$ cat src/verilog/mem_pkg.sv
`default_nettype none

package mem_pkg;

    // Word storage of the test RAM.
    localparam int DATA_MEM_WORDS = 256;
    localparam int DATA_MEM_ADDR_BITS = 8;  // Word index is addr[9:2].

    // Access size codes on the size signals.
    localparam logic [1:0] SIZE_BYTE = 2'd0;
    localparam logic [1:0] SIZE_HALF = 2'd1;
    localparam logic [1:0] SIZE_WORD = 2'd2;  // Code 3 behaves as a word access.

    // Cycles from acceptance to data_ok.
    localparam int RAM_DELAY = 2;

    // Outstanding request tracking in the arbiter.
    // The depth must stay above the largest RAM delay in use,
    // otherwise the arbiter stalls before the pipeline is full.
    localparam int ORDER_DEPTH = 4;
    localparam int ORDER_PTR_BITS = 2;

    // Owner codes held in the order FIFO.
    localparam logic OWNER_INST = 1'b0;
    localparam logic OWNER_DATA = 1'b1;

endpackage

`default_nettype wire

$ cat src/verilog/order_fifo.sv
`default_nettype none

module order_fifo
    import mem_pkg::*;
(
    input  logic clk,
    input  logic rst,
    input  logic push,
    input  logic push_owner,
    input  logic pop,
    output logic head_owner,
    output logic full
);

    logic owners [ORDER_DEPTH];

    logic [ORDER_PTR_BITS-1:0] wr_ptr;
    logic [ORDER_PTR_BITS-1:0] rd_ptr;
    logic [ORDER_PTR_BITS:0]   count;
    logic                      push_en;
    logic                      pop_en;

    assign full       = (count == (ORDER_PTR_BITS + 1)'(ORDER_DEPTH));
    assign head_owner = owners[rd_ptr];

    assign push_en = push && !full;
    assign pop_en  = pop && (count != '0);  // A stray pop on empty is ignored.

    always_ff @(posedge clk) begin
        if (push_en) begin
            owners[wr_ptr] <= push_owner;
        end
    end

    // Pointers wrap on their own since the depth is a power of two.
    always_ff @(posedge clk) begin
        if (rst) begin
            wr_ptr <= '0;
            rd_ptr <= '0;
            count  <= '0;
        end else begin
            if (push_en) begin
                wr_ptr <= wr_ptr + 1'b1;
            end
            if (pop_en) begin
                rd_ptr <= rd_ptr + 1'b1;
            end
            case ({push_en, pop_en})
                2'b10:   count <= count + 1'b1;
                2'b01:   count <= count - 1'b1;
                default: count <= count;
            endcase
        end
    end

endmodule

`default_nettype wire

$ cat src/verilog/sram_arbiter.sv
`default_nettype none

module sram_arbiter
    import mem_pkg::*;
(
    input  logic        clk,
    input  logic        rst,

    input  logic        inst_req,
    input  logic [31:0] inst_addr,
    output logic [31:0] inst_rdata,
    output logic        inst_addr_ok,
    output logic        inst_data_ok,

    input  logic        data_req,
    input  logic        data_wr,
    input  logic [1:0]  data_size,
    input  logic [31:0] data_addr,
    input  logic [31:0] data_wdata,
    output logic [31:0] data_rdata,
    output logic        data_addr_ok,
    output logic        data_data_ok,

    output logic        ram_req,
    output logic        ram_wr,
    output logic [1:0]  ram_size,
    output logic [31:0] ram_addr,
    output logic [31:0] ram_wdata,
    input  logic [31:0] ram_rdata,
    input  logic        ram_addr_ok,
    input  logic        ram_data_ok
);

    logic fifo_full;
    logic head_owner;
    logic accept;
    logic grant_owner;
    logic to_inst;
    logic to_data;

    assign grant_owner = data_req ? OWNER_DATA : OWNER_INST;  // Data port has priority.

    // Nothing goes out while the order FIFO cannot record the owner.
    assign ram_req   = (data_req || inst_req) && !fifo_full;
    assign ram_wr    = data_req ? data_wr    : 1'b0;
    assign ram_size  = data_req ? data_size  : SIZE_WORD;
    assign ram_addr  = data_req ? data_addr  : inst_addr;
    assign ram_wdata = data_req ? data_wdata : 32'd0;

    assign accept = ram_req && ram_addr_ok;

    assign data_addr_ok = accept && (grant_owner == OWNER_DATA);
    assign inst_addr_ok = accept && (grant_owner == OWNER_INST);

    order_fifo order_fifo_i (
        .clk        (clk),
        .rst        (rst),
        .push       (accept),
        .push_owner (grant_owner),
        .pop        (ram_data_ok),
        .head_owner (head_owner),
        .full       (fifo_full)
    );

    // The oldest outstanding request owns the returning response.
    assign to_inst = ram_data_ok && (head_owner == OWNER_INST);
    assign to_data = ram_data_ok && (head_owner == OWNER_DATA);

    assign inst_data_ok = to_inst;
    assign data_data_ok = to_data;
    assign inst_rdata   = to_inst ? ram_rdata : 32'd0;
    assign data_rdata   = to_data ? ram_rdata : 32'd0;

endmodule

`default_nettype wire

$ cat config.mk
export PLATFORM = sky130hd
export DESIGN_NAME = sram_arbiter
export DESIGN_NICKNAME = d
export VERILOG_FILES = /design/src/verilog/mem_pkg.sv /design/src/verilog/order_fifo.sv /design/src/verilog/sram_arbiter.sv
export SDC_FILE = /design/constraint.sdc
export NUM_CORES = 1
export LEC_CHECK = 0
export BUFFER_PORTS_ARGS = -buffer_cell sky130_fd_sc_hd__clkbuf_2
export CAP_MARGIN = 20
export CORE_AREA = 5 5 104 106
export DETAILED_ROUTE_END_ITERATION = 6
export DIE_AREA = 0 0 109 111
export HOLD_SLACK_MARGIN = 0.12
export SYNTH_ARGS = -nofsm -noshare
export SYNTH_HDL_FRONTEND = slang
export SYNTH_SLANG_ARGS = --single-unit
export TNS_END_PERCENT = 50
$ cat constraint.sdc
create_clock -name clk -period 2.8 [get_ports clk]
set_clock_uncertainty 0.2 [all_clocks]
set_input_delay 0.14 -clock clk [delete_from_list [all_inputs] [get_ports clk]]
set_output_delay 0.14 -clock clk [all_outputs]
set_load 0.1 [all_outputs]
==> flow_summary.json, run 1 <==
{
  "cts_made_buffers": 3,
  "rows": 36,
  "synthDistinctLibCells": 24,
  "viasPerCell": 4.10,
  "synth_flop_cell": "dfxtp_1",
  "critPathRequiredTime_ps": 2460,
  "critPathMaxFanout": 33,
  "grt_usage": 0.134,
  "die_w_microns": 109,
  "synth-async-reset-ratio": 0,
  "wl_microns": 9030,
  "fin_setup_tns_ps": 0,
  "globalplace.congestion": 0.897,
  "cpPeakStageDelay_ps": 590,
  "synth_area_sq_um": 1710,
  "synth_cells": 246,
  "ff2ff_setup_slack_ps": 590,
  "synth_top_area_frac": 0.224,
  "wl_met1_microns": 3090,
  "worstSetupPathType": "reg2out",
  "hold_viol_final": 0,
  "drc": 0,
  "tightest_slew_ps": 696,
  "ys_ff_latch": 13,
  "power.switching_mw": 2.02,
  "whs_ps": 166,
  "wl_met3_microns": 1250,
  "critPathCaptureType": "primary output",
  "highest_layer": "met4",
  "clock_sinks": 13,
  "grt_max_degree": 75,
  "hold_class": "in2reg",
  "worstHoldStart": "ram_data_ok",
  "wl_per_cell_microns": 14.1,
  "dieArea_sq_um": 12100,
  "fin_crit_sh": 0.881,
  "dr.pass1.iters": 4,
  "layout-drive-gt1-share": 0.620,
  "p_comb_frac": 0.836,
  "cts_max_level": 1,
  "clkLatencyLatePin_ps": 240,
  "p_leak_nw": 1.89,
  "core_sq_um": 9680,
  "fillCellCount": 1008,
  "cts_max_path_buffers": 2,
  "ant_nets": 0,
  "rsz0062_at_grt": "no",
  "synthesis.nets": 389,
  "power.share.switching": 0.734,
  "period_needed_ps": 2470,
  "io_buffer_count": 272,
  "num_io_pins": 273,
  "crit_chain": "mux2i_1 -> mux2_2 -> and2_1 -> clkbuf_2",
  "yosysSeqAreaShare": 0.176,
  "crit_path_start_kind": "register",
  "cp_slowest_cell": "mux2_2",
  "r2r-end": "order_fifo_i.count[2]$_SDFFE_PP0P_",
  "synth_edf_count": 4,
  "drv_cap": 0,
  "r2r_cells": 9,
  "syn2layout_area_growth_pct": 90.2,
  "seqPwrFrac": 0.103,
  "start_util": 0.176,
  "drt_iter0_drc": 99,
  "cts_root_buffer": "clkbuf_8",
  "avgSynthCellArea_sq_um": 6.94,
  "nets": 652,
  "multi_input_area_sq_um": 1280,
  "grt_remaining_overflow": 0,
  "grt_pass1_vias": 2659,
  "antenna_found_initial": 0,
  "outcome": "complete, no violations",
  "cts_resized": 0,
  "yosys-top-cells-area": "mux2_2, nor2_1, and2_1",
  "reg2reg_from": "order_fifo_i.count[0]$_SDFFE_PP0P_",
  "slew_violations": 0,
  "clk_pin_slew_worst_paths_ps": 60,
  "synth_top_area_cell": "mux2_2",
  "vias": 2626,
  "hold_depth": 4,
  "antenna-diode-count": 0,
  "power.density_nw_per_um2": 850,
  "seq_area_sq_um": 300,
  "setup_viol": 0,
  "slew_headroom": 0.536,
  "cp.arrival_ps": 2130,
  "p_total_mw": 2.76,
  "yosys_warnings": 0,
  "max_freq_ghz": 0.405,
  "route.met2.wl_microns": 4530,
  "power.internal_uw": 734,
  "vdd_drop_max_mv": 0.357,
  "hold_path_end": "order_fifo_i.rd_ptr[0]$_SDFFE_PP0P_",
  "cts_tree": "done",
  "power.share.clock": 0.061,
  "die_h_microns": 111,
  "grt_pass1_wl_microns": 13000,
  "hpwl_microns": 7990
}
[synthesized netlist by cell type, types with 2 or more instances]
master and number:
nor2_1 74, and2_1 41, mux2_2 34, nand2_1 32, clkbuf_1 9, dfxtp_1 9, buf_2 7, inv_1 6
ha_1 5, edfxtp_1 4, a21oi_1 3, buf_6 3, mux2i_1 3, nand2b_1 3, xor2_1 3, o21ai_0 2
[cell families (layout without fill, tap and decap cells)]
| logic type | after synthesis | count (layout) | synth area share |
|---|---|---|---|
| AO/OA/AOI/OAI | 8 | 8 | 0.0301 |
| XOR/XNOR | 4 | 4 | 0.0205 |
| adder cells (fa/ha/maj) | 6 | 6 | 0.0484 |
| buffers and inverters | 25 | 287 | 0.0733 |
| flip-flops | 13 | 13 | 0.176 |
| multiplexers | 38 | 38 | 0.250 |
| AND/OR/NAND/NOR | 152 | 152 | 0.402 |
[stage by stage]
stage	worst slack (ps)	util	cells	instance area (sq um)
4_1_cts	293	0.335	641	3250
3_3_place_gp	678	0.330	636	3190
5_1_grt	171	0.335	641	3250
2_1_floorplan	280	-	246	1710
6_report	332	0.335	641	3250
3_5_place_dp	572	0.330	636	3190
[worst max-delay path: cells and delay by family (launching register included)]
family / cells / cell delay, ps
mux: 2 / 860
buf+inv: 1 / 450
flops: 1 / 360
simple gates: 1 / 210
[worst max path at each step]
stage                  start             end  slack (ps)  cells past startpoint
floorplan           register  data_rdata[10]         280                      4
global placement    register    inst_data_ok         680                      4
detailed placement  register    inst_data_ok         570                      4
CTS                 register    inst_data_ok         290                      4
global route        register    inst_data_ok         170                      4
finish              register    inst_data_ok         330                      4
[layer usage]
| layer | vias up | track usage |
|---|---|---|
| met1 | 1140 | 0.126 |
| li1 | 1300 | - |
| met5 | - | 0 |
| met4 | 0 | 0.0446 |
| met3 | 14 | 0.0472 |
| met2 | 172 | 0.260 |
[cell usage in the layout, fill, tap and decap left out, drive strengths merged, types with 2 or more instances in the layout]
cell / instances
nor2: 74
nand2: 32
and2: 41
clkbuf: 274
nand2b: 3
mux2i: 4
a21oi: 4
ha: 5
xor2: 3
dfxtp: 9
buf: 6
inv: 6
o21ai: 2
mux2: 34
edfxtp: 4
[power by group through the flow]
stage	Sequential (mW)	Combinational [mW]	Clock (mW)
5_1_grt	0.291	2.40	0.182
6_report	0.285	2.31	0.167
3_5_place_dp	0.289	2.31	0
2_1_floorplan	0.278	1.96	0
4_1_cts	0.285	2.32	0.172
3_3_place_gp	0.285	2.29	0
[layout make-up]
class,count,share of cell area
Timing Repair Buffer,277,0.441
Multi-Input combinational cell,208,0.395
Sequential cell,13,0.0925
Tap cell,133,0.0513
Clock buffer,4,0.0139
Inverter,6,0.00694
[what timing repair did]
item,in CTS,in global routing
endpoints found under the hold margin,7,0
hold buffers,1,0
buffers inserted,0,0
Note: power is estimated with default switching activity, not from simulation.
==> inputs of run 2 (changes only) <==
--- a/config.mk
+++ b/config.mk
@@ -5,12 +5,15 @@
 export SDC_FILE = /design/constraint.sdc
 export NUM_CORES = 1
 export LEC_CHECK = 0
+export ABC_AREA = 1
 export BUFFER_PORTS_ARGS = -buffer_cell sky130_fd_sc_hd__clkbuf_2
 export CAP_MARGIN = 20
-export CORE_AREA = 5 5 104 106
+export CORE_AREA = 5 5 103 105
 export DETAILED_ROUTE_END_ITERATION = 6
-export DIE_AREA = 0 0 109 111
+export DIE_AREA = 0 0 108 110
+export GPL_TIMING_DRIVEN = 0
 export HOLD_SLACK_MARGIN = 0.12
+export SETUP_SLACK_MARGIN = 0.1
 export SYNTH_ARGS = -nofsm -noshare
 export SYNTH_HDL_FRONTEND = slang
 export SYNTH_SLANG_ARGS = --single-unit
==> run 2 against run 1 <==
  * Via count up 11%
  * Non-clock buffer count up 16
  * Sequential cell count unchanged
  * Sequential power down 8.1%
  * Synthesized cell count up 51%
  * Register-to-register slack better by 190 ps
  * Setup slack better by 21 ps
  * Synthesized area up 12%
  * Power down 0.44%
  * Hold slack worse by 6.2 ps
  * Largest cell class unchanged
  * Highest routed layer unchanged
==> flow_summary.json, run 2 <==
{
  "num_io_pins": 273,
  "r2r-end": "order_fifo_i.count[2]$_SDFFE_PP0P_",
  "wl_per_cell_microns": 11.5,
  "cp.arrival_ps": 2380,
  "crit_path_start_kind": "input port",
  "worstHoldStart": "inst_req",
  "p_leak_nw": 2.58,
  "clkLatencyLatePin_ps": 240,
  "yosys-top-cells-area": "nand2_1, inv_1, nor2_2",
  "vias": 2922,
  "r2r_cells": 12,
  "synthDistinctLibCells": 22,
  "io_buffer_count": 272,
  "synthesis.nets": 515,
  "rows": 36,
  "ff2ff_setup_slack_ps": 780,
  "cts_max_level": 1,
  "final.setup.worst_slack_ps": 353,
  "yosysSeqAreaShare": 0.158,
  "whs_ps": 160,
  "die_h_microns": 110,
  "grt_usage": 0.133,
  "antenna_found_initial": 0,
  "dr.pass1.iters": 4,
  "synth_cells": 372,
  "synth_flop_cell": "dfxtp_1",
  "reg2reg_from": "order_fifo_i.count[1]$_SDFFE_PP0P_",
  "cts_root_buffer": "clkbuf_8",
  "synth-async-reset-ratio": 0,
  "clock_sinks": 13,
  "dpl_worst_slack_ps": 670,
  "tightest_slew_ps": 585,
  "final_cell_mix": "clkbuf_2, nand2_1, inv_1",
  "worstSetupPathType": "in2reg",
  "grt_remaining_overflow": 0,
  "hpwl_microns": 8510,
  "grt_max_degree": 11,
  "period_needed_ps": 2450,
  "viasPerCell": 3.72,
  "clk_pin_slew_worst_paths_ps": 60,
  "fin_cells": 785,
  "avgSynthCellArea_sq_um": 5.12,
  "synth_common_cells": "nand2_1, inv_1, nor2_1",
  "placed_cells": 777,
  "dieArea_sq_um": 11900,
  "core_sq_um": 9550,
  "synth_top_area_frac": 0.294,
  "grt_pass1_wl_microns": 12700,
  "hold_viol_final": 0,
  "syn2layout_area_growth_pct": 84.7,
  "yosys.cell_count.top_type": "nand2_1",
  "antenna-diode-count": 0,
  "synth_area_sq_um": 1900,
  "slew_headroom": 0.612,
  "fin_crit_sh": 0.874,
  "outcome": "complete, no violations",
  "hold_depth": 6,
  "cts_max_path_buffers": 2,
  "fillCellCount": 1113,
  "hold_class": "in2reg",
  "wl_microns": 9060,
  "synth_edf_count": 4,
  "start_util": 0.199,
  "layout_commonest_cell": "clkbuf_2",
  "yosys_warnings": 0,
  "hold_path_end": "order_fifo_i.wr_ptr[0]$_SDFFE_PP0P_",
  "cts_resized": 0,
  "nets": 796,
  "rsz0062_at_grt": "no",
  "ant_nets": 0,
  "drt_iter0_drc": 84,
  "setup_viol": 0,
  "synth_top_area_cell": "nand2_1",
  "layout-drive-gt1-share": 0.506,
  "fin_setup_tns_ps": 0,
  "cts_tree": "done",
  "vdd_drop_max_mv": 0.327,
  "power.density_nw_per_um2": 781,
  "ys_ff_latch": 13,
  "grt_pass1_vias": 2731,
  "critPathRequiredTime_ps": 2740,
  "slew_violations": 0,
  "critPathMaxFanout": 9,
  "drc": 0,
  "drv_cap": 0,
  "critPathCaptureType": "register",
  "finish.utilization": 0.368,
  "die_w_microns": 108,
  "cts_made_buffers": 3,
  "globalplace.congestion": 0.820,
  "max_freq_ghz": 0.409
}
-- run 2: cell types whose count changed after synthesis, sizes merged, moves of 2 or more --
cell    delta
nand2    +120
inv       +84
and2      -40
mux2      -34
clkbuf     -7
buf        +5
nand3      +5
mux2i      -4
nor2       +4
nand2b     -3
xor2       -3
nand4      +2
-- run 2: kinds of logic after synthesis --
kind of cell             Yosys count  synth area share
AND/OR/NAND/NOR                  239             0.540
buffers and inverters            107             0.240
flip-flops                        13             0.158
AO/OA/AOI/OAI                      7            0.0184
adder cells (fa/ha/maj)            6            0.0434
-- run 2: worst max-delay path by stage --
stage / from / end / slack (ps)
CTS: data_req / order_fifo_i.count[2]$_SDFFE_PP0P_ / 320
finish: data_req / order_fifo_i.count[2]$_SDFFE_PP0P_ / 350
detailed placement: data_req / order_fifo_i.count[2]$_SDFFE_PP0P_ / 670
floorplan: register / data_rdata[22] / 400
global placement: data_req / order_fifo_i.count[2]$_SDFFE_PP0P_ / 690
global route: data_req / order_fifo_i.count[2]$_SDFFE_PP0P_ / 210
-- run 2: worst max-delay path, cell delays in order --
cell and delay, ps:
dlygate4sd3_1 560, clkbuf_2 160, buf_2 160, inv_2 120, nand2_2 110, nand3_4 160
ha_1 180, inv_1 60, fa_1 370, inv_1 70, nand2_1 50, nand3_1 90
nand2_1 60, nand2_1 60, nor2_1 40
-- run 2: repair_timing --
action	in CTS	in global routing
setup buffers	0	0
hold buffers	4	0
endpoints found under the hold margin	13	0
-- run 2: per-layer routing --
metal | routed length, microns | vias to the layer above | part of all wire | GRT usage
met3 | 1150 | 6 | 0.13 | 0.0454
met2 | 4850 | 168 | 0.54 | 0.280
met5 | 0 | - | 0 | 0
li1 | - | 1594 | - | -
met4 | 87 | 0 | 0.0096 | 0.0252
met1 | 2970 | 1154 | 0.33 | 0.122
-- run 2: layout make-up --
cell class	instances	area, sq um	share of cell area
plain buffers	17	120	0.0342
well taps	133	166	0.0473
repair buffers	276	1400	0.398
clock buffers	4	45.0	0.0128
flip-flops and latches	13	300	0.0854
inverters	90	338	0.0961
multi-input cells	252	1150	0.326
-- run 2: where the power goes --
| group | switching (mW) | leakage (nW) | internal, mW | total [mW] |
|---|---|---|---|---|
| sequential | 0.0259 | 0.111 | 0.236 | 0.262 |
| combinational | 1.94 | 2.44 | 0.377 | 2.32 |
| clock | 0.0634 | 0.0228 | 0.100 | 0.164 |
-- run 2: through the flow --
| stage | power [mW] | area [sq um] |
|---|---|---|
| floorplan | 2.21 | 1900 |
| CTS | 2.77 | 3520 |
| global route | 2.87 | 3520 |
| finish | 2.75 | 3520 |
| global placement | 2.59 | 3430 |
| detailed placement | 2.60 | 3430 |
